===== src/source/stream_consts.svh =====
`ifndef STREAM_CONSTS_SVH
`define STREAM_CONSTS_SVH

// Datapath and setting widths
`define DATA_W      32
`define COUNT_W     16

// LANE_SEL_W must cover NUM_LANES
`define NUM_LANES   16
`define LANE_SEL_W  4

// Configuration map
`define CFG_ADDR_W          6
`define CFG_SRC_START       0
`define CFG_SRC_INCR        1
`define CFG_SRC_COUNT       2
`define CFG_SRC_DELAY       3
`define CFG_MERGE_SKIP      4
`define CFG_LANE_CONST_BASE 16  // Lane i constant at base + i
`define CFG_LANE_OP_BASE    32  // Lane i opcode at base + i

`endif


===== src/source/stream_pkg.sv =====
package stream_pkg;

    // Codes 6 and 7 fall back to pass
    typedef enum logic [2:0] {
        OP_PASS = 3'd0,  // Operand through
        OP_ADD  = 3'd1,  // Operand + constant
        OP_SUB  = 3'd2,  // Operand - constant
        OP_MUL  = 3'd3,  // Low word of product
        OP_ACC  = 3'd4,  // Running sum of operands
        OP_MAX  = 3'd5   // Running unsigned max
    } lane_op_e;

    // Stream source FSM
    typedef enum logic [1:0] {
        SRC_IDLE = 2'd0,
        SRC_WAIT = 2'd1,  // Start delay
        SRC_EMIT = 2'd2   // One operand per cycle
    } src_state_e;

endpackage


===== src/source/lane_alu.sv =====
`include "stream_consts.svh"

module lane_alu (
    input  logic                  clk,
    input  logic                  rst,
    input  logic                  run,

    input  logic                  op_valid,
    input  logic [`DATA_W-1:0]    op_data,
    input  logic [`DATA_W-1:0]    lane_const,
    input  stream_pkg::lane_op_e  lane_op,

    output logic                  res_valid,
    output logic [`DATA_W-1:0]    res_data
);

    logic [`DATA_W-1:0] acc;
    logic [`DATA_W-1:0] max_val;
    logic [`DATA_W-1:0] acc_next;
    logic [`DATA_W-1:0] max_next;
    logic [`DATA_W-1:0] result;

    // Running state including the current operand
    assign acc_next = acc + op_data;
    assign max_next = (op_data > max_val) ? op_data : max_val;

    always_comb begin
        case (lane_op)
            stream_pkg::OP_ADD: result = op_data + lane_const;
            stream_pkg::OP_SUB: result = op_data - lane_const;
            stream_pkg::OP_MUL: result = op_data * lane_const;  // Wraps to DATA_W
            stream_pkg::OP_ACC: result = acc_next;
            stream_pkg::OP_MAX: result = max_next;
            default:            result = op_data;
        endcase
    end

    // Strobe and running state
    always_ff @(posedge clk or posedge rst) begin
        if (rst) begin
            res_valid <= 1'b0;
            acc       <= '0;
            max_val   <= '0;
        end else if (run) begin
            res_valid <= 1'b0;
            acc       <= '0;
            max_val   <= '0;
        end else begin
            res_valid <= op_valid;
            if (op_valid) begin
                acc     <= acc_next;
                max_val <= max_next;
            end
        end
    end

    always_ff @(posedge clk) begin
        if (op_valid) begin
            res_data <= result;
        end
    end

endmodule


===== config.mk =====
export PLATFORM = sky130hd
export DESIGN_NAME = lane_alu
export DESIGN_NICKNAME = d
export VERILOG_FILES = /design/src/source/stream_pkg.sv /design/src/source/lane_alu.sv
export VERILOG_INCLUDE_DIRS = /design/src /design/src/source
export SDC_FILE = /design/constraint.sdc
export NUM_CORES = 2
export LEC_CHECK = 0
export BUFFER_PORTS_ARGS = -buffer_cell sky130_fd_sc_hd__clkbuf_2
export CORE_ASPECT_RATIO = 0.75
export CORE_MARGIN = 3
export CORE_UTILIZATION = 55
export CTS_CLUSTER_SIZE = 8
export DETAILED_ROUTE_END_ITERATION = 8
export PLACE_DENSITY = 0.72
export RECOVER_POWER = 50
export SYNTH_ARGS = -nofsm -noshare
export SYNTH_HDL_FRONTEND = slang
export SYNTH_SLANG_ARGS = --single-unit

===== constraint.sdc =====
create_clock -name clk -period 6.7 [get_ports clk]
set_clock_uncertainty 0.1 [all_clocks]
set_input_delay 1.34 -clock clk [delete_from_list [all_inputs] [get_ports clk]]
set_output_delay 1.34 -clock clk [all_outputs]
set_load 0.05 [all_outputs]

==> summary.md <==
| Metric | Value |
|---|---|
| Htree depth | `3` |
| Commonest non-fill, non-tap cell in the layout | `inv_1` |
| Max_cap viols | `2` |
| Largest net degree at the start of global routing | `66` |
| Final-report setup violation count | `21` |
| Critical-path top delay cell | `fa_1` |
| Die width | `between 200 and 300 um` |
| Period utilisation layout | `1.17` |
| Share of cells above drive strength 1 | `0.209` |
| # DRC | `0` |
| CP required | `between 6000 and 7000 ps` |
| Synth Warn # | `0` |
| Vias in the first global route | `roughly 23,000` |
| IO Count | `about 100` |
| Initial antenna violation count | `5` |
| CP Capture Type | `register` |
| Die area | `0.0487 mm2` |
| CP peak stage delay | `600 ps` |
| Post-detailed-route count of antenna-violating nets | `0` |
| DRT Pass-1 Iters | `6` |
| Syn Inst Count | `2,927` |
| Max transition margin | `-1.67` |
| Synth Flop Type | `dfrtp_1` |
| Post-synth EDFFs | `32` |
| Mapped Avg Cell Area | `between 8 and 9 um2` |
| CTS tree | `built` |
| CP Launch Type | `input pin` |
| Gr usage total | `0.351` |
| FP Rows | `67` |
| Initial Util | `0.562` |
| Fin area | `around 0.031 mm2` |
| Path type of the worst setup path | `in2reg` |
| Layout area overhead | `21.2%` |
| CTS Sinks | `just under 100` |
| Asr flop ratio synth | `0.670` |
| Wire length per cell | `22.1 um` |
| I/O Buffers | `103` |
| Final hold vios | `0` |
| Die H | `approximately 190 um` |
| Routability cong. | `0.989` |
| F_max | `~130 MHz` |
| Initial drt markers | `just over 2,000` |
| Routed Wire Length | `about 84 mm` |
| Max clock buf depth | `2` |
| Vias | `roughly 22,000` |
| Yosys reg bits | `slightly below 100` |
| Max FO, Critical Path | `5` |
| First-pass GRT wire length | `~130 mm` |
| Placed Instances | `roughly 3,700` |
| Syn_nets | `around 3,600` |
| Final worst setup slack | `-1140 ps` |
| Slew Limit Fails | `around 120` |
| Crit path time final | `7840 ps` |
| Placed Instance Area | `~0.029 mm2` |
| DR vias/cell | `5.86` |
| Most frequent cells in the layout | `416 x inv_1, 361 x fa_1, 322 x nand2_1, 274 x buf_4, 265 x and2_1` |
| GRT overflow | `0` |
| Clock tree root driver cell | `clkbuf_16` |
| DP HPWL | `68.3 mm` |
| Arr. time, crit path | `about 7900 ps` |
| Sequential area share after synthesis | `0.102` |
| RSZ-0062 raised after global routing | `true` |
| Post-route insts no fill | `3,800` |
| Dpl ws | `-1740 ps` |
| Violations in the final reports | `capacitance limit, slew limit, setup timing` |
| Nets | `3,905` |
| Placeable Area | `between 0.04 and 0.05 mm2` |
| Mapped Area | `approximately 0.025 mm2` |
| Total CTS buffers | `9` |
| Synth cell types | `slightly above 80` |
| Actual slew at the worst max-slew pin | `approximately 4000 ps` |
| Reg clk slew, reported paths | `~80 ps` |
| Worst-skew pair later-pin latency | `between 300 and 400 ps` |
| Worst hold path class | `reg2reg` |
| Outcome | `finished, violations left` |
[area by class of cell]
class                           instances  area [um2]
Inverter                              443        1660
Sequential cell                        97        2590
Timing Repair Buffer                  433        3690
Clock inverter                          6        66.3
Tap cell                              586         733
Antenna cell                            4        10.0
Clock buffer                           10         229
Multi-Input combinational cell       2221       21700
Fill cell                            3513       14400
[repair_timing]
item | in CTS | in global routing
gates cloned | 3 | 2
hold buffers | 0 | 0
endpoints found under the setup margin | 25 | 25
gates resized for setup | 206 | 144
buffers inserted | 25 | 22
pin swaps | 173 | 153
[logic make-up after synthesis]
group           share of synthesized area
simple gates                        0.183
fa+ha+maj                           0.433
buf+inv                            0.0905
compound gates                      0.117
xor+xnor                           0.0562
flops                               0.102
mux                                0.0188
[path summary, 6_finish.rpt]
| path | slack [ps] | to | cells past startpoint | start |
|---|---|---|---|---|
| hold reg to reg | 430 | max_val[19] | 2 | max_val[19] |
| setup / recovery | -1140 | res_data[30] | 26 | op_data[10] |
| max in group asynchronous | 1810 | acc[0] | 3 | rst |
| hold / removal | 430 | max_val[19] | 2 | max_val[19] |
| min in group asynchronous | 2390 | acc[25] | 3 | rst |
| setup reg to reg | 2650 | res_data[13] | 12 | max_val[30] |
[synth_stat cells (all sizes together), types with 15 or more instances]
cell type	number	share of area
a21o	56	0.017
dfrtp	65	0.064
inv	441	0.065
nand2	327	0.049
edfxtp	32	0.038
nand2b	20	0.0049
nand4	17	0.0042
fa	410	0.32
xor2	62	0.021
a21oi	140	0.028
a211oi	16	0.0047
o21ai	97	0.019
and2	309	0.076
nor3	19	0.0038
ha	219	0.11
o21a	15	0.0044
clkbuf	153	0.023
mux2i	42	0.017
xnor2	98	0.034
nand3	51	0.010
nor2	123	0.018
[registers in the layout, summed over array words and instances (netlist names)]
name / flops
acc: 32
max_val: 32
res_data: 32
res_valid: 1
[worst max-delay path, delay by kind of cell]
family                   cells  cell delay [ps]
AO/OA/AOI/OAI                9             1730
XOR/XNOR                     1               70
adder cells (fa/ha/maj)      9             3860
buffers and inverters        6              710
AND/OR/NAND/NOR              1              150
[per-layer routing]
layer	vias to the layer above	track usage	routed length (um)
met5	-	0	0
met4	0	0.152	3920
met3	184	0.0835	8200
met2	1092	0.545	37800
met1	11100	0.472	34000
li1	9913	-	-
[per-stage QoR]
stage / hold WS [ps] / TNS, ps / utilization
detailed placement: 416 / -32970 / 0.633
floorplan: 390 / -13830 / -
CTS: 426 / -16880 / 0.668
finish: 429 / -18030 / 0.681
global placement: 408 / -31760 / 0.633
global route: 444 / -21110 / 0.681
Power is not shown: default switching activity piles up to over one toggle a cycle in this logic, so the estimate is an artifact.
