### config.mk
export PLATFORM = sky130hd
export DESIGN_NAME = stream_source
export DESIGN_NICKNAME = d
export VERILOG_FILES = /design/src/source/stream_pkg.sv /design/src/source/stream_source.sv
export VERILOG_INCLUDE_DIRS = /design/src /design/src/source
export SDC_FILE = /design/constraint.sdc
export NUM_CORES = 1
export LEC_CHECK = 0
export ABC_AREA = 1
export BUFFER_PORTS_ARGS = -buffer_cell sky130_fd_sc_hd__buf_4
export CAP_MARGIN = 30
export CORE_UTILIZATION = 40
export CTS_CLUSTER_SIZE = 30
export DETAILED_ROUTE_END_ITERATION = 16
export GPL_TIMING_DRIVEN = 0
export SYNTH_ARGS = -nofsm -noshare
export SYNTH_HDL_FRONTEND = slang
export SYNTH_SLANG_ARGS = --single-unit
### constraint.sdc
create_clock -name clk -period 3.8 [get_ports clk]
set_input_delay 0.38 -clock clk [delete_from_list [all_inputs] [get_ports clk]]
set_output_delay 0.38 -clock clk [all_outputs]
set_load 0.01 [all_outputs]
### src/source/stream_consts.svh
`ifndef STREAM_CONSTS_SVH
`define STREAM_CONSTS_SVH

// Datapath and setting widths
`define DATA_W      32
`define COUNT_W     16

// LANE_SEL_W must cover NUM_LANES
`define NUM_LANES   16
`define LANE_SEL_W  4

// Configuration map
`define CFG_ADDR_W          6
`define CFG_SRC_START       0
`define CFG_SRC_INCR        1
`define CFG_SRC_COUNT       2
`define CFG_SRC_DELAY       3
`define CFG_MERGE_SKIP      4
`define CFG_LANE_CONST_BASE 16  // Lane i constant at base + i
`define CFG_LANE_OP_BASE    32  // Lane i opcode at base + i

`endif

### src/source/stream_pkg.sv
package stream_pkg;

    // Codes 6 and 7 fall back to pass
    typedef enum logic [2:0] {
        OP_PASS = 3'd0,  // Operand through
        OP_ADD  = 3'd1,  // Operand + constant
        OP_SUB  = 3'd2,  // Operand - constant
        OP_MUL  = 3'd3,  // Low word of product
        OP_ACC  = 3'd4,  // Running sum of operands
        OP_MAX  = 3'd5   // Running unsigned max
    } lane_op_e;

    // Stream source FSM
    typedef enum logic [1:0] {
        SRC_IDLE = 2'd0,
        SRC_WAIT = 2'd1,  // Start delay
        SRC_EMIT = 2'd2   // One operand per cycle
    } src_state_e;

endpackage

### src/source/stream_source.sv
`include "stream_consts.svh"

module stream_source (
    input  logic                clk,
    input  logic                rst,
    input  logic                run,

    input  logic [`DATA_W-1:0]  src_start,
    input  logic [`DATA_W-1:0]  src_incr,
    input  logic [`COUNT_W-1:0] src_count,
    input  logic [`COUNT_W-1:0] src_delay,

    output logic                op_valid,
    output logic [`DATA_W-1:0]  op_data,
    output logic                busy
);

    stream_pkg::src_state_e state;

    logic [`COUNT_W-1:0] delay_cnt;
    logic [`COUNT_W-1:0] items_left;
    logic [`DATA_W-1:0]  value;
    logic [`DATA_W-1:0]  incr;

    // Control FSM
    always_ff @(posedge clk or posedge rst) begin
        if (rst) begin
            state      <= stream_pkg::SRC_IDLE;
            delay_cnt  <= '0;
            items_left <= '0;
        end else begin
            case (state)
                stream_pkg::SRC_IDLE: begin
                    if (run) begin
                        state      <= stream_pkg::SRC_WAIT;
                        delay_cnt  <= src_delay;
                        items_left <= src_count;
                    end
                end
                stream_pkg::SRC_WAIT: begin
                    if (items_left == '0) begin
                        state <= stream_pkg::SRC_IDLE;  // Empty run
                    end else if (delay_cnt == '0) begin
                        state <= stream_pkg::SRC_EMIT;
                    end else begin
                        delay_cnt <= delay_cnt - 1'b1;
                    end
                end
                stream_pkg::SRC_EMIT: begin
                    items_left <= items_left - 1'b1;
                    if (items_left == `COUNT_W'(1)) begin
                        state <= stream_pkg::SRC_IDLE;  // Last item out
                    end
                end
                default: state <= stream_pkg::SRC_IDLE;
            endcase
        end
    end

    // Sequence value steps once per emitted item
    always_ff @(posedge clk) begin
        if (run && state == stream_pkg::SRC_IDLE) begin
            value <= src_start;
            incr  <= src_incr;
        end else if (state == stream_pkg::SRC_EMIT) begin
            value <= value + incr;
        end
    end

    assign op_valid = (state == stream_pkg::SRC_EMIT);
    assign op_data  = value;
    assign busy     = (state != stream_pkg::SRC_IDLE);

endmodule

==> results of run 1 <==
registers in the layout, summed over array words and instances, names as in the netlist:
| register | count |
|---|---|
| incr | 32 |
| op_data | 32 |
| items_left | 16 |
| state | 2 |
| delay_cnt | 16 |
worst register-to-register path, cell delays in order, from the launching register on:
cell      delay, ns
edfxtp_1       0.39
ha_1           0.27
fa_1           0.48
nand3_1        0.12
nand3_1        0.15
nand3_1        0.11
nand3_1        0.19
nand3_1        0.20
nand3_1        0.09
nand3_1        0.10
nand2_1        0.06
per-stage QoR:
stage          setup WS [ns]  instances  cell area, µm²
4_1_cts                1.397       1353            8517
2_1_floorplan          1.715        985            6965
3_3_place_gp           1.413       1337            8232
6_report               1.374       1353            8517
3_5_place_dp           1.414       1337            8232
5_1_grt                1.200       1353            8517
cell families (layout without fill, tap and decap cells):
group           after synthesis  after routing  synth area share, %
buf+inv                     165            313                9.341
simple gates                598            598                36.00
xor+xnor                     11             11                1.383
flops                        98             98                39.81
fa+ha+maj                    37             37                6.754
compound gates               76             76                6.718
cells in the final DEF (no fill, tap or decap), types with 2 or more instances in the layout:
cell type,synthesis,routed
xor2_1,5,5
clkinv_4,0,2
or2_2,16,16
o21ai_1,2,2
nand3b_1,7,7
o21bai_1,3,3
edfxtp_1,64,64
o311ai_0,3,3
nor2_1,76,76
o21ai_0,14,14
buf_2,11,11
xnor2_1,6,6
clkbuf_1,2,2
inv_1,144,143
o21ai_2,7,7
o22ai_1,3,3
a31oi_1,2,2
ha_1,36,36
clkbuf_16,0,9
buf_4,0,132
nor3_1,9,9
inv_2,4,5
dfrtp_1,34,34
nand2_1,385,385
nand4_1,7,7
a21oi_1,28,28
buf_6,2,2
nand3_1,84,84
inv_8,0,2
nor2_2,4,4
o211ai_1,10,10
routing by layer:
layer,track usage (%),part of all wire [%]
met3,6.122,6.1
met1,27.07,46
met2,36.38,46
met5,0,0
met4,5.808,1.5
final timing paths:
| path | cells after the start | startpoint | slack (ns) | end |
|---|---|---|---|---|
| setup reg to reg | 10 | op_data[0]$_DFFE_PP_ | 1.37 | op_data[20]$_DFFE_PP_ |
| hold / removal | 2 | rst | 0.15 | items_left[11]$_DFFE_PP0P_ |
| setup / recovery | 10 | op_data[0]$_DFFE_PP_ | 1.37 | op_data[20]$_DFFE_PP_ |
| hold reg to reg | 2 | delay_cnt[5]$_DFFE_PP0P_ | 0.52 | delay_cnt[5]$_DFFE_PP0P_ |
| min in group clk | 1 | src_incr[4] | 0.19 | incr[4]$_DFFE_PP_ |
| max in group asynchronous | 2 | rst | 3.17 | delay_cnt[15]$_DFFE_PP0P_ |
final cells by class:
class / count / area [µm²] / share of cell area (%)
tap: 220 / 275.3 / 3.232
buffer: 16 / 88.84 / 1.043
sequential: 98 / 2773 / 32.55
inverter: 149 / 561.8 / 6.596
multi-input combinational: 722 / 3542 / 41.59
timing repair buffer: 132 / 991.0 / 11.64
clock buffer: 9 / 225.2 / 2.644
clock inverter: 7 / 60.06 / 0.7052
power breakdown:
part           total (W)  switching, W  internal (W)
sequential       0.00116     0.0000153       0.00114
combinational   0.000145     0.0000597     0.0000848
clock           0.000922      0.000465      0.000457
==> results.cfg, run 1 <==
[floorplan]
start_util_pct = 41.41
top_level_ports = 133
die_area_mm2 = 0.01795
fp.dieH_um = 134.0
die_x_um = 134.0
core.rowCount = 47
fp.coreArea_mm2 = 0.01682

[critical_path]
crit_required_ns = 3.92
startpoint_type = flop
slowest_delay_ns = 0.48
crit_fanout = 4
path_class = reg -> reg
critical-path-top-delay-family = simple AND/OR/NAND/NOR gates
worstPathCellList = ha_1, fa_1, nand3_1, nand3_1, nand3_1, nand3_1, nand3_1, nand3_1, nand3_1, nand2_1
endpoint_kind = flop
critPathBufInv = 0
cpMostUsedCell = nand3_1
cp_slowest_cell = fa_1
cp.arrival_ns = 2.54

[place]
place_hpwl_um = 14290
routabilityCongestion = 0.8975
io_buffers = 132

[yosys]
yosysWarnings = 0
synth_area_mm2 = 0.006965
async_flop_share_pct = 34.69
ys_seq_elements = 98
synth_edf_count = 64
synth.top_cell.area_share_pct = 27.59
synthFlopType = edfxtp_1
ys_seq_area_share_pct = 39.81
avgSynthCellArea_um2 = 7.072
netlist_top_cells_count = nand2_1 (385), inv_1 (144), nand3_1 (84)
syn_inst = 985
synth.area.top_cells = edfxtp_1 (28%), nand2_1 (21%), dfrtp_1 (12%), inv_1 (7.8%), ha_1 (6.5%)
yosysMostFrequentCell = nand2_1
synth_cell_types = 44
post-synth-top-area-cell = edfxtp_1
synth_fp_nets = 1121

[hold_path]
hp-class = in -> async

[clock_tree]
cts_buffer_depth = 2
cts_tree = done
clkTransAtPathRegs_ns = 0.08
post_cts_resized = 0
post-cts-setup-buffers = 0
root_buffer = clkbuf_16
h-tree-depth = 3
clkSinkCount = 98
clk_latency_ns = 0.36
hold_buffers = 0
cts_buffers = 9

[detailed_routing]
drt_iter0_drc = 314
wl_um = 18410
wire_per_inst_um = 13.60
via_per_inst = 4.786
final_antenna_net_count = 0
vias = 6475
drtPass1Iterations = 5
drc = 0

[global_route]
grt_pass1_wl_um = 30180
grt_max_degree = 42
grt-ovfl-total = 0
antenna_found_initial = 0
grt_use_total_pct = 21.63
grt_pass1_vias = 6281

[timing]
fin_skew_ns = 0.01180
fmax_ghz = 0.4123
holdWs_ns = 0.1523
worstMarginPinSlew_ns = 0.9550
timing.final.crit_period_ns = 2.426
final_hold_viol_count = 0
rsz0062_at_grt = false
finalMaxSlewViolations = 0
finalSetupViolations = 0
period_share_pct = 63.83
relSlewSlack_pct = 36.34
finalSetupTns_ns = 0

[final_layout]
area_growth_pct = 22.27
final_util_pct = 50.64
diodes = 0
drive_gt1_share_pct = 17.56
fill_cells = 1757
layout.nets = 1264

[run]
cap_violations = 0

[pwr]
total_power_w = 0.002225
peakVddDrop_mv = 0.1984
power_density_mw_per_mm2 = 261.3
leakage_nw = 4.303

[status]
run_status = completed
Note: power is estimated with default switching activity, not from simulation.
==> run 2, diff against run 1 <==
--- a/config.mk
+++ b/config.mk
@@ -6,7 +6,7 @@
 export SDC_FILE = /design/constraint.sdc
 export NUM_CORES = 1
 export LEC_CHECK = 0
-export ABC_AREA = 1
+export ABC_AREA = 0
 export BUFFER_PORTS_ARGS = -buffer_cell sky130_fd_sc_hd__buf_4
 export CAP_MARGIN = 30
 export CORE_UTILIZATION = 40
==> constraint.sdc (replaced) <==
create_clock -name clk -period 2 [get_ports clk]
set_input_delay 0.2 -clock clk [delete_from_list [all_inputs] [get_ports clk]]
set_output_delay 0.2 -clock clk [all_outputs]
set_load 0.01 [all_outputs]
==> results.cfg, run 2 <==
[detailed_routing]
via_per_inst = 5.673
vias = 5866
drt_iter0_drc = 350
wl_um = 19160
drc = 0
final_antenna_net_count = 0
wire_per_inst_um = 18.53
drtPass1Iterations = 5

[clock_tree]
clkSinkCount = 98
root_buffer = clkbuf_16
cts_buffer_depth = 2
h-tree-depth = 3
cts_tree = done
clkTransAtPathRegs_ns = 0.07
cts_buffers = 9
clk_latency_ns = 0.36

[yosys]
synth.top_cell.area_share_pct = 31.34
ys_seq_area_share_pct = 45.22
synth_cell_types = 70
yosysMostFrequentCell = nor2_1
yosysWarnings = 0
netlist_top_cells_count = nor2_1 (74), edfxtp_1 (64), a21oi_1 (63)
synth_area_mm2 = 0.006132
synth.area.top_cells = edfxtp_1 (31%), dfrtp_1 (14%), ha_1 (7.3%), a21oi_1 (5.1%), nor2_1 (4.5%)
post-synth-top-area-cell = edfxtp_1
synth_edf_count = 64
avgSynthCellArea_um2 = 9.463
synth_fp_nets = 784
synthFlopType = edfxtp_1
ys_seq_elements = 98
async_flop_share_pct = 34.69
syn_inst = 648

[timing]
rsz0062_at_grt = true
holdWs_ns = 0.003227
worstMarginPinSlew_ns = 0.8266
timing.final.crit_period_ns = 2.708
period_share_pct = 135.4
relSlewSlack_pct = 44.84
finalMaxSlewViolations = 0
fmax_ghz = 0.3693
final_hold_viol_count = 0
fin_skew_ns = 0.01028
finalSetupViolations = 45
fin_ws_ns = -0.7081

[final_layout]
area_growth_pct = 46.28
layoutNonFillerInstCount = 1034
multi_input_area_mm2 = 0.003909
regArea_mm2 = 0.002775
layout.nets = 981
layout_common_cells = buf_4 (173), nor2_1 (69), edfxtp_1 (64), nand2_1 (58), a21oi_1 (48)
diodes = 0
final_util_pct = 60.80
drive_gt1_share_pct = 39.29
fill_cells = 1299
final_common_cell = buf_4

[pwr]
power_density_mw_per_mm2 = 1025
leakage_nw = 3.532
peakVddDrop_mv = 0.6897
total_power_w = 0.009194

[global_route]
grt_pass1_vias = 5906
antenna_found_initial = 0
grt_pass1_wl_um = 30460
grt_max_degree = 42
grt-ovfl-total = 0
grt_use_total_pct = 24.62

[place]
place_hpwl_um = 13360
io_buffers = 132
dpl.cell_count = 965
routabilityCongestion = 0.8817

[floorplan]
die_x_um = 125.8
core.rowCount = 44
die_area_mm2 = 0.01583
top_level_ports = 133
fp.dieH_um = 125.8
start_util_pct = 41.56
fp.coreArea_mm2 = 0.01475

[critical_path]
path_class = reg -> reg
cp.arrival_ns = 2.82
reg2regPathDepth = 10
crit_fanout = 3
crit_required_ns = 2.11
startpoint_type = flop
endpoint_kind = flop

[hold_path]
hp-class = in -> async

[status]
run_status = finished with violations
violations = negative setup slack

[run]
cap_violations = 0
-- run 2: cell types whose count changed after synthesis, moves of 16 or more --
cell	delta
nand3_1	-66
inv_1	-132
o21ai_0	+40
nor3_1	+16
a21oi_1	+35
nand2_1	-326
clkbuf_1	+16
-- run 2: per-layer routing --
metal | share of wire, % | track usage (%) | vias up
li1 | - | - | 2836
met1 | 42 | 30.13 | 2823
met2 | 52 | 43.63 | 184
met3 | 5.5 | 6.500 | 23
met4 | 1.1 | 4.961 | 0
met5 | 0 | 0 | -
-- run 2: area by class of cell --
| type | instances | share of cell area (%) |
|---|---|---|
| timing repair buffer | 188 | 16.78 |
| inverter | 16 | 0.8509 |
| buffer | 22 | 1.827 |
| timing repair inverter | 1 | 0.08369 |
| tap | 184 | 2.567 |
| multi-input combinational | 509 | 43.58 |
| clock inverter | 6 | 0.8230 |
| sequential | 98 | 30.94 |
| clock buffer | 10 | 2.553 |
-- run 2: metrics by stage --
stage,cell area (µm²),setup slack (ns),setup TNS (ns)
2_1_floorplan,6486,-0.4859,-8.343
3_3_place_gp,7707,-0.8501,-54.77
3_5_place_dp,7735,-0.8422,-56.30
4_1_cts,8710,-0.6724,-18.09
5_1_grt,8970,-0.8173,-22.17
6_report,8970,-0.7081,-18.36
-- run 2: final timing paths --
kind,from,to,slack [ns]
setup / recovery,op_data[0]$_DFFE_PP_,op_data[28]$_DFFE_PP_,-0.71
hold / removal,rst,items_left[8]$_DFFE_PP0P_,0.003
setup reg to reg,op_data[0]$_DFFE_PP_,op_data[28]$_DFFE_PP_,-0.71
hold reg to reg,delay_cnt[15]$_DFFE_PP0P_,delay_cnt[15]$_DFFE_PP0P_,0.53
max in group asynchronous,rst,items_left[7]$_DFFE_PP0P_,1.42
min in group clk,src_incr[3],incr[3]$_DFFE_PP_,0.01
-- run 2: kinds of logic (layout without fill, tap and decap cells) --
family,after synthesis,count (layout),synth area share [%]
and+or+nand+nor,236,236,18.69
AOI/OAI and AO/OA,212,212,22.24
DFF,98,98,45.22
buffers and inverters,41,243,2.713
adders and majority gates,37,37,7.672
xor gates and xnor gates,22,22,3.142
muxes,2,2,0.3265
-- run 2: report_power, final --
group	switching, W	internal [W]
registers	0.000508	0.00273
clock network	0.000835	0.000989
logic	0.00218	0.00195
-- run 2: what timing repair did --
item                       in CTS  in global routing
setup buffers                  37                 16
setup endpoints to repair     125                125
pin swaps                      44                 45
gates cloned                    3                  0
hold buffers                    0                  3
hold endpoints to repair        0                  3
gates resized for setup        77                 48
-- run 2: worst max-delay path, cell delays in order (launching register included) --
cell      delay (ns)
edfxtp_1        0.39
ha_2            0.22
fa_2            0.37
a211oi_4        0.28
o21ai_4         0.10
a211oi_2        0.24
o211ai_1        0.22
a31oi_2         0.24
buf_4           0.17
o311a_1         0.19
a211oi_2        0.04
==> run 3, diff against run 2 <==
--- a/config.mk
+++ b/config.mk
@@ -13,6 +13,7 @@
 export CTS_CLUSTER_SIZE = 30
 export DETAILED_ROUTE_END_ITERATION = 16
 export GPL_TIMING_DRIVEN = 0
+export SLEW_MARGIN = 20
 export SYNTH_ARGS = -nofsm -noshare
 export SYNTH_HDL_FRONTEND = slang
 export SYNTH_SLANG_ARGS = --single-unit
==> constraint.sdc (replaced) <==
create_clock -name clk -period 2.49 [get_ports clk]
set_input_delay 0.249 -clock clk [delete_from_list [all_inputs] [get_ports clk]]
set_output_delay 0.249 -clock clk [all_outputs]
set_load 0.01 [all_outputs]
==> results.cfg, run 3 (same netlist as run 2, synthesis figures left out) <==
[timing]
relSlewSlack_pct = 42.80
timing.final.crit_period_ns = 2.693
rsz0062_at_grt = true
fmax_ghz = 0.3714
finalSetupTns_ns = -0.9326
period_share_pct = 108.1
finalSetupViolations = 14
fin_skew_ns = 0.009446
fin_ws_ns = -0.2025
final_hold_viol_count = 0
worstMarginPinSlew_ns = 0.8580
finalMaxSlewViolations = 0

[status]
violations = negative setup slack
run_status = finished with violations

[place]
routabilityCongestion = 0.8765
place_hpwl_um = 13330
io_buffers = 132

[pwr]
p_comb_share_pct = 43.0
clkPwrFrac_pct = 19.7
p_int_w = 0.004225
leakage_nw = 3.312
power.share.sequential_pct = 37.3
peakVddDrop_mv = 0.4071
total_power_w = 0.006911
power_density_mw_per_mm2 = 826.9
p_sw_share_pct = 38.87
switching_power_w = 0.002686

[global_route]
grt_pass1_vias = 5842
grt_use_total_pct = 23.73
antenna_found_initial = 0
grt-ovfl-total = 0
grt_max_degree = 42
grt_pass1_wl_um = 29280

[clock_tree]
cts_buffer_depth = 2
root_buffer = clkbuf_16
h-tree-depth = 3
clkTransAtPathRegs_ns = 0.07
cts_tree = done
cts_buffers = 9
clk_latency_ns = 0.36
clkSinkCount = 98

[floorplan]
fp.coreArea_mm2 = 0.01475
fp.dieH_um = 125.8
top_level_ports = 133
core.rowCount = 44
die_area_mm2 = 0.01583
start_util_pct = 41.56
die_x_um = 125.8

[detailed_routing]
final_antenna_net_count = 0
drtPass1Iterations = 5
vias = 5759
wl_um = 18800
drc = 0
via_per_inst = 5.719
wire_per_inst_um = 18.67
drt_iter0_drc = 356

[critical_path]
crit_required_ns = 2.58
r2r_end = op_data[24]$_DFFE_PP_
cp.arrival_ns = 2.78
reg2reg_slack_ns = -0.20
startpoint_type = flop
worstPathCellList = ha_2, fa_2, a211oi_4, o21ai_2, a211oi_2, o211ai_1, a31oi_2, xor2_1, a21oi_1
reg2regPathDepth = 9
crit_fanout = 3
cp_slowest_cell = edfxtp_1
slowest_delay_ns = 0.41
endpoint_kind = flop
critPathBufInv = 0
reg2reg_from = op_data[0]$_DFFE_PP_
path_class = reg -> reg
critical-path-top-delay-family = compound AO/OA/AOI/OAI gates
critPathLaunch = op_data[0]$_DFFE_PP_

[final_layout]
diodes = 0
area_growth_pct = 36.30
layout.nets = 954
drive_gt1_share_pct = 33.90
layout_common_cells = buf_4 (157), nor2_1 (72), edfxtp_1 (64), nand2_1 (59), a21oi_1 (53)
final_common_cell = buf_4

[run]
cap_violations = 0

[hold_path]
hp-class = in -> async
## run 3: cell types whose count changed in the layout (fill, tap and decap cells not counted), sizes merged
cell | before | now
clkinvlp | 4 | 3
clkinv | 1 | 2
bufinv | 1 | 0
clkbuf | 25 | 26
dlygate4sd3 | 3 | 0
buf | 192 | 168
## run 3: worst reg2reg max path, stage by stage (launching register included)
cell and delay (ns):
edfxtp_1 0.41, ha_2 0.22, fa_2 0.38, a211oi_4 0.24
o21ai_2 0.11, a211oi_2 0.22, o211ai_1 0.19, a31oi_2 0.38
xor2_1 0.19, a21oi_1 0.09
## run 3: layout make-up
| type | instances | area (µm²) |
|---|---|---|
| Buffer | 20 | 115.1 |
| Clock buffer | 10 | 229.0 |
| Clock inverter | 6 | 51.30 |
| Fill cell | 1316 | 6396 |
| Inverter | 16 | 60.06 |
| Multi-Input combinational cell | 509 | 3617 |
| Sequential cell | 98 | 2775 |
| Tap cell | 184 | 230.2 |
| Timing Repair Buffer | 164 | 1280 |
## run 3: worst max path at each step
stage / slack, ns / to / depth (start not counted)
floorplan: -0.01 / op_data[24]$_DFFE_PP_ / 9
global placement: -0.51 / items_left[14]$_DFFE_PP0P_ / 8
detailed placement: -0.45 / op_data[9]$_DFFE_PP_ / 7
CTS: -0.18 / op_data[24]$_DFFE_PP_ / 9
global route: -0.28 / op_data[24]$_DFFE_PP_ / 9
finish: -0.20 / op_data[24]$_DFFE_PP_ / 9
## run 3: repair_timing
action,4_1_cts,5_1_grt
gates cloned,1,2
setup endpoints to repair,69,58
buffers inserted,12,17
resized for setup,39,85
pin swaps,19,42
hold endpoints to repair,0,0
hold buffers,0,0
## run 3: power by group through the flow
stage          clock network [W]  registers (W)  logic (W)
6_report                 0.00136        0.00258    0.00297
5_1_grt                  0.00143        0.00263    0.00327
4_1_cts                  0.00139        0.00254    0.00258
3_5_place_dp                   0        0.00255    0.00242
3_3_place_gp                   0        0.00254    0.00233
2_1_floorplan                  0        0.00249    0.00169
## run 3: per-stage QoR
stage / setup WS [ns] / hold WS, ns / utilization [%] / cell area, µm² / cells
global placement: -0.5108 / 0.4280 / 49.97 / 7373 / 964
CTS: -0.1777 / 0.04220 / 53.84 / 7944 / 992
global route: -0.2811 / 0.04919 / 56.65 / 8358 / 1007
finish: -0.2025 / 0.01453 / 56.65 / 8358 / 1007
floorplan: -0.01280 / 0.3479 / - / 6152 / 648
detailed placement: -0.4481 / 0.4263 / 50.11 / 7393 / 965
## run 3: routing by layer
layer  up-vias  track usage, %  share of wire (%)
li1       2783               -                  -
met1      2777           29.05                 42
met2       180           40.98                 51
met3        19           5.862                5.6
met4         0           7.796                1.5
met5         -               0                  0
