<file path="src/source/stream_consts.svh">
`ifndef STREAM_CONSTS_SVH
`define STREAM_CONSTS_SVH

// Datapath and setting widths
`define DATA_W      32
`define COUNT_W     16

// LANE_SEL_W must cover NUM_LANES
`define NUM_LANES   16
`define LANE_SEL_W  4

// Configuration map
`define CFG_ADDR_W          6
`define CFG_SRC_START       0
`define CFG_SRC_INCR        1
`define CFG_SRC_COUNT       2
`define CFG_SRC_DELAY       3
`define CFG_MERGE_SKIP      4
`define CFG_LANE_CONST_BASE 16  // Lane i constant at base + i
`define CFG_LANE_OP_BASE    32  // Lane i opcode at base + i

`endif

</file>
<file path="src/source/stream_pkg.sv">
package stream_pkg;

    // Codes 6 and 7 fall back to pass
    typedef enum logic [2:0] {
        OP_PASS = 3'd0,  // Operand through
        OP_ADD  = 3'd1,  // Operand + constant
        OP_SUB  = 3'd2,  // Operand - constant
        OP_MUL  = 3'd3,  // Low word of product
        OP_ACC  = 3'd4,  // Running sum of operands
        OP_MAX  = 3'd5   // Running unsigned max
    } lane_op_e;

    // Stream source FSM
    typedef enum logic [1:0] {
        SRC_IDLE = 2'd0,
        SRC_WAIT = 2'd1,  // Start delay
        SRC_EMIT = 2'd2   // One operand per cycle
    } src_state_e;

endpackage

</file>
<file path="src/source/stream_config.sv">
`include "stream_consts.svh"

module stream_config (
    input  logic                    clk,
    input  logic                    rst,

    input  logic                    cfg_we,
    input  logic [`CFG_ADDR_W-1:0]  cfg_addr,
    input  logic [`DATA_W-1:0]      cfg_data,

    output logic [`DATA_W-1:0]      src_start,
    output logic [`DATA_W-1:0]      src_incr,
    output logic [`COUNT_W-1:0]     src_count,
    output logic [`COUNT_W-1:0]     src_delay,
    output logic [`COUNT_W-1:0]     merge_skip,

    output logic [`DATA_W-1:0]      lane_const [`NUM_LANES],
    output stream_pkg::lane_op_e    lane_op [`NUM_LANES]
);

    logic [`CFG_ADDR_W-1:0] const_off;
    logic [`CFG_ADDR_W-1:0] op_off;
    logic                   const_hit;
    logic                   op_hit;

    // Offsets into the two lane windows
    assign const_off = cfg_addr - `CFG_ADDR_W'(`CFG_LANE_CONST_BASE);
    assign op_off    = cfg_addr - `CFG_ADDR_W'(`CFG_LANE_OP_BASE);

    assign const_hit = (cfg_addr >= `CFG_ADDR_W'(`CFG_LANE_CONST_BASE)) &&
                       (const_off < `CFG_ADDR_W'(`NUM_LANES));
    assign op_hit    = (cfg_addr >= `CFG_ADDR_W'(`CFG_LANE_OP_BASE)) &&
                       (op_off < `CFG_ADDR_W'(`NUM_LANES));

    // Source and merge settings
    always_ff @(posedge clk or posedge rst) begin
        if (rst) begin
            src_start  <= '0;
            src_incr   <= '0;
            src_count  <= '0;
            src_delay  <= '0;
            merge_skip <= '0;
        end else if (cfg_we) begin
            case (cfg_addr)
                `CFG_SRC_START:  src_start  <= cfg_data;
                `CFG_SRC_INCR:   src_incr   <= cfg_data;
                `CFG_SRC_COUNT:  src_count  <= cfg_data[`COUNT_W-1:0];
                `CFG_SRC_DELAY:  src_delay  <= cfg_data[`COUNT_W-1:0];
                `CFG_MERGE_SKIP: merge_skip <= cfg_data[`COUNT_W-1:0];
                default: ;  // Lane windows handled below
            endcase
        end
    end

    // Per-lane constants
    always_ff @(posedge clk or posedge rst) begin
        if (rst) begin
            for (int i = 0; i < `NUM_LANES; i++) begin
                lane_const[i] <= '0;
            end
        end else if (cfg_we && const_hit) begin
            lane_const[const_off[`LANE_SEL_W-1:0]] <= cfg_data;
        end
    end

    // Per-lane opcodes
    always_ff @(posedge clk or posedge rst) begin
        if (rst) begin
            for (int i = 0; i < `NUM_LANES; i++) begin
                lane_op[i] <= stream_pkg::OP_PASS;
            end
        end else if (cfg_we && op_hit) begin
            lane_op[op_off[`LANE_SEL_W-1:0]] <= stream_pkg::lane_op_e'(cfg_data[2:0]);
        end
    end

endmodule

</file>
<file path="config.mk">
export PLATFORM = sky130hd
export DESIGN_NAME = stream_config
export DESIGN_NICKNAME = d
export VERILOG_FILES = /design/src/source/stream_pkg.sv /design/src/source/stream_config.sv
export VERILOG_INCLUDE_DIRS = /design/src /design/src/source
export SDC_FILE = /design/constraint.sdc
export NUM_CORES = 1
export LEC_CHECK = 0
export BUFFER_PORTS_ARGS = -buffer_cell sky130_fd_sc_hd__buf_2
export CORE_MARGIN = 2
export CORE_UTILIZATION = 25
export DETAILED_ROUTE_END_ITERATION = 7
export HOLD_SLACK_MARGIN = 0.03
export PLACE_DENSITY_LB_ADDON = 0.3
export SLEW_MARGIN = 5
export SYNTH_ARGS = -nofsm -noshare
export SYNTH_HDL_FRONTEND = slang
export SYNTH_SLANG_ARGS = --single-unit
</file>
<file path="constraint.sdc">
create_clock -name clk -period 18.05 [get_ports clk]
set_input_delay 0.9025 -clock clk [delete_from_list [all_inputs] [get_ports clk]]
set_output_delay 0.9025 -clock clk [all_outputs]
set_load 0.05 [all_outputs]
</file>
==> run metrics, run 1 <==
status finished clean; Power Internal slightly below 0.003 W; worst-case vdd ir drop 0.0806 mV; launching element type of the critical path input pin; wire length of the first global-routing pass between 100 and 150 mm; antenna violations before repair 7; number of global-route vias before repair 16900; deepest level of the CTS H-tree 3; footprint of the multi-input gates ~8000 um^2; weighted congestion reported at the end of routability-driven placement 0.772; number of vias per cell 4.38; Crit Path Max Fanout approximately 180; LEAKAGE around 18 nW; post-synthesis area per instance 16.7 um^2; highest clock frequency the design can meet 288 MHz; hold violation total from the final report 0; Tmin final 3470 ps; clock buffers created by TritonCTS 78; sinks on the clock net between 600 and 700; portion of the post-synthesis area used by sequential elements 0.664; syn_nets 1560; DP Worst Slack 13930 ps; Detail Route Antenna Nets 0; Routed met2 length 42.2 mm; Most Frequent Cell on Critical Path sky130_fd_sc_hd__buf_12; Crit path arrival time 4040 ps; CTS resizes 0; slowest CP cell sky130_fd_sc_hd__buf_4; Die Y 322 um; data required time of the critical path about 19000 ps; Post-CTS Repair Setup Buffers 0; Setup CP Type input pin to asynchronous set/reset pin; largest delay contributor family on the critical path buffers and inverters; final HPWL from detailed placement 59.2 mm; sequential standard cell area 16800 um^2; net load switching power approximately 0.0017 W; Hold-fix buffers, CTS 0; initial core utilization 0.252; Worst Setup Slack, final 14580 ps; portion of total power attributed to combinational logic 0.271; area growth from synthesis to final layout 30.0%; routed length on met3 6.18 mm; Worst slew margin 0.199; skew final 0 ps; Seq pwr share 0.388; Fill cells 9893; power density over cell area 141 nW/um^2; Min-Delay Path Class input pin to asynchronous set/reset pin; overall routed net length roughly 86 mm; Total Negative Setup Slacks 0 ps; IO buf count 712; Cell Area, Synth roughly 25000 um^2; number of distinct library cells after synthesis 27; floorplan die area about 100000 um^2; pin count of the biggest net entering global routing 185; largest buffer count on any clock path 3; share of final-layout standard cells stronger than drive strength 1 0.670; Max-Cap Viols 0; Routed met1 length 34.3 mm; Worst Max-Slew Pin Slew 1200 ps; CTS tree done; Sw Ratio 0.366; final setup violating endpoints 0; final net count 2256; Fin Hold WS 208 ps; I/O pin count 713; Total Power 0.00465 W; Tot GR Track Use 0.162; critical path capture point type asynchronous set/reset pin; number of cell rows between 100 and 150; Clk Tree Root Cell sky130_fd_sc_hd__clkbuf_16; horizontal extent of the die ~320 um; core area 100000 um^2; Pins Over Slew Limit 0; final clock period utilization by the worst path 0.192; total of warnings raised by yosys 0; CP Buf/Inv Count 5; violation count after the first detailed-routing iteration just over 700; RSZ-0062 raised after global routing no; router iterations before antenna repair 4; remaining global-route overflow 0; clock latency on the worst-skew pair just over 600 ps; largest stage delay on the critical path 980 ps; count of vias placed by the detailed router 15900; post-synthesis register bit count 672; CP cell instances buf_2, clkinvlp_4, buf_12, buf_12, buf_4; number of remaining DRC errors 0; highest metal layer with signal wires met5; Clk pwr share 0.341; average detailed-routed wire length per instance 23.6 um; clock-pin transition on the worst setup and hold timing paths approximately 60 ps; Gate Count Post-Synth 1519
through the flow:
step | util | instance area (um^2) | std cells
global route | 0.328 | 32900 | 3627
global placement | 0.302 | 30300 | 3492
CTS | 0.328 | 32900 | 3627
finish | 0.328 | 32900 | 3630
detailed placement | 0.302 | 30300 | 3492
floorplan | - | 25300 | 1519
cell families (layout without fill, tap and decap cells):
kind of cell	count (synthesis)	after routing	synth area share
buf+inv	119	870	0.0216
mux	672	672	0.299
flops	672	672	0.664
simple gates	56	56	0.0152
other cells	0	3	0
final timing paths:
path	depth (start not counted)	slack, ps	from	end
setup / recovery	5	14580	rst	lane_const[10]$_DFFE_PP0P_
hold / removal	2	210	rst	lane_const[198]$_DFFE_PP0P_
setup reg to reg	1	17230	lane_const[412]$_DFFE_PP0P_	lane_const[412]$_DFFE_PP0P_
hold reg to reg	1	480	lane_const[33]$_DFFE_PP0P_	lane_const[33]$_DFFE_PP0P_
max in group clk	5	15440	cfg_addr[0]	src_incr[21]$_DFFE_PP0P_
min in group clk	1	480	lane_const[33]$_DFFE_PP0P_	lane_const[33]$_DFFE_PP0P_
layout make-up:
cell class / count / area share
Antenna cell: 3 / 0.000228
Clock buffer: 110 / 0.0700
Clock inverter: 25 / 0.00897
Inverter: 1 / 0.000228
Multi-Input combinational cell: 728 / 0.244
Sequential cell: 672 / 0.511
Tap cell: 1357 / 0.0516
Timing Repair Buffer: 734 / 0.114
registers in the layout (all words and copies together) (netlist names):
| signal | flops |
|---|---|
| lane_const | 512 |
| lane_op | 48 |
| merge_skip | 16 |
| src_count | 16 |
| src_delay | 16 |
| src_incr | 32 |
| src_start | 32 |
Yosys cell counts:
library cell,n,share of area
sky130_fd_sc_hd__nand3_1,11,0.0022
sky130_fd_sc_hd__buf_1,3,0.00044
sky130_fd_sc_hd__inv_1,1,0.00015
sky130_fd_sc_hd__clkbuf_1,53,0.0079
sky130_fd_sc_hd__nor4b_2,1,0.00059
sky130_fd_sc_hd__nor2b_1,2,0.00049
sky130_fd_sc_hd__dfrtp_1,672,0.66
sky130_fd_sc_hd__nor2_2,5,0.0012
sky130_fd_sc_hd__mux2_1,37,0.016
sky130_fd_sc_hd__nand3_2,2,0.00079
sky130_fd_sc_hd__nor2_1,6,0.00089
sky130_fd_sc_hd__nand3b_1,2,0.00059
sky130_fd_sc_hd__nor4bb_1,1,0.00040
sky130_fd_sc_hd__nand4b_1,4,0.0014
sky130_fd_sc_hd__and3b_1,2,0.00069
sky130_fd_sc_hd__buf_4,9,0.0027
sky130_fd_sc_hd__and4bb_2,1,0.00049
sky130_fd_sc_hd__nor2b_2,1,0.00035
sky130_fd_sc_hd__mux2_2,635,0.28
sky130_fd_sc_hd__nand4_1,3,0.00074
sky130_fd_sc_hd__buf_2,53,0.010
sky130_fd_sc_hd__nand4_2,2,0.00099
sky130_fd_sc_hd__nor4_2,1,0.00049
sky130_fd_sc_hd__nor2_4,1,0.00044
sky130_fd_sc_hd__nand2_1,9,0.0013
sky130_fd_sc_hd__nor3b_4,1,0.00074
sky130_fd_sc_hd__and4_1,1,0.00035
power by group through the flow:
stage / clock, W / combinational [W] / sequential (W)
floorplan: 0 / 0.000213 / 0.00254
global placement: 0 / 0.00126 / 0.00182
detailed placement: 0 / 0.00127 / 0.00183
CTS: 0.00164 / 0.00127 / 0.00181
global route: 0.00170 / 0.00131 / 0.00183
finish: 0.00159 / 0.00126 / 0.00181
layout by cell type (no fill, tap or decap), drive strengths merged:
cell type  instances
bufinv             5
mux2             672
nand3b             2
nand2              9
nand3             13
nand4b             4
nor4               1
buf              734
clkinvlp           4
nor4bb             1
nor2              12
nor3b              1
and3b              2
nor4b              1
and4bb             1
and4               1
dfrtp            672
clkbuf           110
inv                5
diode              3
clkinv            12
nand4              5
nor2b              3
metal layers:
metal	GRT usage	up-vias
met4	0.0645	6
li1	-	6769
met3	0.0488	157
met5	0	-
met1	0.192	8411
met2	0.274	564
No activity file was read; power rests on OpenSTA's default activity.
==> inputs of run 2 (changes only) <==
Clock period 18.05 ns to 3.3 ns, I/O delays scaled along.
==> run metrics, run 2 (synthesis results as in run 1) <==
antenna violations before repair 3; power density over cell area 762 nW/um^2; worst-case vdd ir drop 0.432 mV; largest buffer count on any clock path 3; average detailed-routed wire length per instance around 24 um; Detail Route Antenna Nets 0; RSZ-0062 raised after global routing no; setup slack on the worst flop-to-flop path 2500 ps; Hold Path End lane_op[37]$_DFFE_PP0P_; sinks on the clock net 672; violation count after the first detailed-routing iteration between 600 and 700; weighted congestion reported at the end of routability-driven placement ~0.78; Worst slew margin 0.327; clock buffers created by TritonCTS a little under 80; Worst Max-Slew Pin Slew 1010 ps; highest clock frequency the design can meet 660 MHz; Max-Cap Viols 0; hold violation total from the final report 0; top flop regs lane_const (512), lane_op (48); router iterations before antenna repair 4; startpoint of the lowest-slack register-to-register path lane_const[442]$_DFFE_PP0P_; Pins Over Slew Limit 0; DP Worst Slack 1110 ps; Tot GR Track Use 0.163; cell depth of the worst min-delay path 3; core area 100000 um^2; Crit Path Max Fanout 15; CTS tree done; R2R cell count 1; Worst Setup Slack, final 1780 ps; Total Power 0.0252 W; IO buf count 712; Tmin final 1520 ps; clock latency on the worst-skew pair 620 ps; reg-to-reg critical path endpoint lane_const[442]$_DFFE_PP0P_; Die Y 322 um; area growth from synthesis to final layout 30.5%; I/O pin count 713; number of remaining DRC errors 0; data required time of the critical path between 3000 and 4000 ps; count of vias placed by the detailed router 15800; Setup CP Type input pin to flip-flop; Fill cells 10000; wire length of the first global-routing pass between 100 and 150 mm; final setup violating endpoints 0; skew final 0 ps; status finished clean; number of global-route vias before repair 16700; LEAKAGE 17.7 nW; Min-Delay Path Class input pin to flip-flop; Crit path arrival time 2030 ps; number of cell rows 116; startpoint of the worst hold path cfg_addr[1]; deepest level of the CTS H-tree 3; pin count of the biggest net entering global routing 108; final HPWL from detailed placement 60.8 mm; number of vias per cell 4.34; CTS resizes 0; horizontal extent of the die 322 um; most used cells in the layout excluding fill and tap cells 712 x sky130_fd_sc_hd__buf_2, 672 x sky130_fd_sc_hd__dfrtp_1, 635 x sky130_fd_sc_hd__mux2_2, 78 x sky130_fd_sc_hd__clkbuf_16, 37 x sky130_fd_sc_hd__mux2_1; initial core utilization 0.252; flip-flop count of the largest register, all copies and words added 512; Biggest register lane_const; final net count around 2300; share of final-layout standard cells stronger than drive strength 1 0.670; overall routed net length between 80 and 90 mm; floorplan die area ~100000 um^2; critical path capture point type flip-flop; most frequent standard cell in the layout excluding fill and tap cells sky130_fd_sc_hd__buf_2; remaining global-route overflow 0; launching element type of the critical path input pin; final clock period utilization by the worst path 0.459; clock-pin transition on the worst setup and hold timing paths 60 ps; Clk Tree Root Cell sky130_fd_sc_hd__clkbuf_16
[run 2: changes by cell type in the layout (fill, tap and decap cells not counted), sizes merged]
cell	change
clkinv	+3
inv	-3
clkinvlp	-3
bufinv	-3
clkbuf	+5
dlygate4sd3	+1
buf	+19
diode	-2
[run 2: power by group]
| group | total [W] | switching (W) | internal, W |
|---|---|---|---|
| clock | 0.00836 | 0.00341 | 0.00495 |
| sequential | 0.00988 | 0.000543 | 0.00934 |
| combinational | 0.00693 | 0.00536 | 0.00157 |
[run 2: area by class of cell]
| type | count | area, um^2 | share of cell area |
|---|---|---|---|
| inverter | 1 | 7.51 | 0.000227 |
| clock buffer | 115 | 2290 | 0.0693 |
| timing repair buffer | 754 | 4010 | 0.121 |
| antenna | 1 | 2.50 | 0.0000757 |
| tap | 1357 | 1700 | 0.0514 |
| clock inverter | 19 | 190 | 0.00576 |
| sequential | 672 | 16800 | 0.509 |
| multi-input combinational | 728 | 8030 | 0.243 |
[run 2: how the worst max path moves through the flow]
stage	start	depth (start not counted)	slack [ps]	end
floorplan	rst	1	-6060	lane_const[0]$_DFFE_PP0P_
global placement	cfg_addr[1]	5	1150	lane_const[216]$_DFFE_PP0P_
detailed placement	cfg_addr[3]	5	1110	lane_const[189]$_DFFE_PP0P_
CTS	lane_const[254]$_DFFE_PP0P_	1	1710	lane_const[254]
global route	cfg_addr[1]	5	1730	src_start[2]$_DFFE_PP0P_
finish	cfg_addr[1]	5	1780	src_start[2]$_DFFE_PP0P_
[run 2: critical path, stage by stage]
cell and delay [ps]:
sky130_fd_sc_hd__buf_2 200, sky130_fd_sc_hd__nor4_2 530, sky130_fd_sc_hd__nand2_2 440, sky130_fd_sc_hd__buf_4 360
sky130_fd_sc_hd__mux2_1 320
[run 2: per-stage QoR]
stage / util / hold WS, ps / std cells / cell area, um^2 / setup TNS [ps]
final: 0.329 / 142 / 3647 / 33000 / 0
after global routing: 0.329 / 120 / 3646 / 33000 / 0
after CTS: 0.329 / 61.4 / 3646 / 33000 / 0
after detailed placement: 0.305 / 302 / 3511 / 30500 / 0
after global placement: 0.305 / 308 / 3511 / 30500 / 0
after floorplan: - / 300 / 1519 / 25300 / -4069180
[run 2: per-layer routing]
layer  global-route usage  routed length, um  vias to the layer above
met4               0.0633               2810                        0
met3               0.0480               6380                      132
met1                0.197              34800                     8362
met5                    0                  0                        -
li1                     -                  -                     6797
met2                0.274              42500                      553
[run 2: timing repair]
item	CTS	global route
buffers inserted	0	0
hold endpoints to repair	20	0
hold buffers	1	0
==> inputs of run 3 (changes only) <==
Clock period 3.3 ns to 1.6 ns, I/O delays scaled along.
==> run metrics, run 3 (synthesis results as in run 1) <==
Tmin final 1570 ps; count of vias placed by the detailed router 16100; data required time of the critical path 2090 ps; Total Power around 0.052 W; CP startpoint cfg_addr[1]; Setup CP Type input pin to flip-flop; Pins Over Slew Limit 0; cell depth of the worst min-delay path 2; Sw Ratio 0.367; Layout Utilization 0.337; launching element type of the critical path input pin; floorplan die area 104000 um^2; final net count 2315; final clock period utilization by the worst path 0.983; Crit Path Max Fanout 32; number of global-route vias before repair roughly 18000; Detail Route Antenna Nets 0; violation count after the first detailed-routing iteration 884; I/O pin count between 700 and 800; Power Internal 0.0331 W; Clk Tree Root Cell sky130_fd_sc_hd__clkbuf_16; Max-Cap Viols 0; LEAKAGE 18.0 nW; skew final 0 ps; final setup violating endpoints 0; wire length of the first global-routing pass between 100 and 150 mm; clock latency on the worst-skew pair 610 ps; Min-Delay Path Class input pin to flip-flop; pin count of the biggest net entering global routing 77; remaining global-route overflow 0; status finished clean; CTS tree done; Die Y 322 um; footprint of the multi-input gates slightly above 8000 um^2; Antenna Diode Count 0; power density over cell area 1550 nW/um^2; clock-pin transition on the worst setup and hold timing paths 60 ps; Worst Max-Slew Pin Slew 987 ps; Fill cells 9873; R2R cell count 1; setup slack on the worst flop-to-flop path 780 ps; Worst slew margin 0.341; IO buf count roughly 710; most frequent standard cell in the layout excluding fill and tap cells sky130_fd_sc_hd__buf_2; worst-case vdd ir drop 0.785 mV; startpoint of the worst hold path cfg_data[29]; deepest level of the CTS H-tree 3; Biggest register lane_const; area growth from synthesis to final layout 33.3%; core area ~100000 um^2; flip-flop count of the largest register, all copies and words added 512; critical path capture point type flip-flop; horizontal extent of the die 322 um; sequential standard cell area 16800 um^2; antenna violations before repair 4; number of cell rows 116; highest clock frequency the design can meet 636 MHz; Post-CTS Repair Setup Buffers 0; average detailed-routed wire length per instance 23.7 um; clock buffers created by TritonCTS 77; largest buffer count on any clock path 3; number of remaining DRC errors 0; router iterations before antenna repair 4; most used cells in the layout excluding fill and tap cells 711 x sky130_fd_sc_hd__buf_2, 672 x sky130_fd_sc_hd__dfrtp_1, 635 x sky130_fd_sc_hd__mux2_2, 81 x sky130_fd_sc_hd__clkbuf_16, 40 x sky130_fd_sc_hd__buf_4; net load switching power 0.0192 W; RSZ-0062 raised after global routing no; number of vias per cell 4.37; reg-to-reg critical path endpoint lane_const[347]$_DFFE_PP0P_; Hold Path End src_start[29]$_DFFE_PP0P_; initial core utilization 0.252; Crit path arrival time 2070 ps; weighted congestion reported at the end of routability-driven placement 0.783; share of final-layout standard cells stronger than drive strength 1 0.674; final HPWL from detailed placement 62.1 mm; sinks on the clock net 672; Clk pwr share 0.336; portion of total power attributed to combinational logic 0.274; overall routed net length 87.4 mm; Total Negative Setup Slacks 0 ps; startpoint of the lowest-slack register-to-register path lane_const[347]$_DFFE_PP0P_; Tot GR Track Use 0.166; hold violation total from the final report 0; Seq pwr share 0.390; top flop regs lane_const (512), lane_op (48)
[run 3: changes by cell type in the layout (fill, tap and decap cells not counted), sizes merged]
cell         before  now
dlygate4sd3       1    6
clkbuf          115  117
inv               2    1
clkinvlp          1    3
clkinv           15   14
diode             1    0
buf             753  787
bufinv            2    3
[run 3: worst max-delay path, cell delays in order]
cell and delay [ps]:
sky130_fd_sc_hd__dlygate4sd3_1 570, sky130_fd_sc_hd__clkbuf_4 230, sky130_fd_sc_hd__nor2b_1 260, sky130_fd_sc_hd__buf_4 210
sky130_fd_sc_hd__nand3_2 100, sky130_fd_sc_hd__buf_12 220, sky130_fd_sc_hd__mux2_1 350
[run 3: timing repair]
action,in CTS,in global routing
setup endpoints to repair,0,29
resized for setup,0,3
hold endpoints to repair,705,0
hold buffers,6,0
[run 3: power groups by stage]
stage	sequential [W]	combinational, W	clock (W)
2_1_floorplan	0.0286	0.00240	0
3_3_place_gp	0.0206	0.0144	0
3_5_place_dp	0.0207	0.0145	0
4_1_cts	0.0204	0.0145	0.0181
5_1_grt	0.0207	0.0149	0.0189
6_report	0.0204	0.0144	0.0176
[run 3: final cells by class]
type | count | area share
Clock buffer | 116 | 0.0696
Multi-Input combinational cell | 728 | 0.238
Clock inverter | 20 | 0.00556
Tap cell | 1357 | 0.0503
Sequential cell | 672 | 0.498
Inverter | 1 | 0.000222
Timing Repair Buffer | 794 | 0.138
[run 3: worst max-delay path by stage]
stage | to | slack [ps] | cells past startpoint
after floorplan | lane_const[0]$_DFFE_PP0P_ | -7670 | 1
after global placement | lane_const[346]$_DFFE_PP0P_ | -280 | 5
after detailed placement | lane_const[319]$_DFFE_PP0P_ | -340 | 5
after CTS | lane_op[40]$_DFFE_PP0P_ | 60 | 6
after global routing | lane_const[476]$_DFFE_PP0P_ | 20 | 6
final | lane_const[347]$_DFFE_PP0P_ | 30 | 7
[run 3: routing by layer]
layer  share of wire  wire length, um  up-vias  track usage
met3           0.068             5920      183       0.0483
met5         0.00015               13        -            0
met4           0.043             3750        2       0.0726
li1                -                -     6873            -
met1            0.40            35000     8452        0.197
met2            0.49            42700      595        0.278
[run 3: through the flow]
stage	instance area, um^2	hold WS [ps]	setup WS, ps	instances
final	33700	94.9	26.6	3688
after global routing	33700	63.6	23.5	3688
after CTS	33700	36.8	57.5	3688
after detailed placement	31100	156	-338	3546
after global placement	31100	147	-280	3546
after floorplan	25300	215	-7670	1519
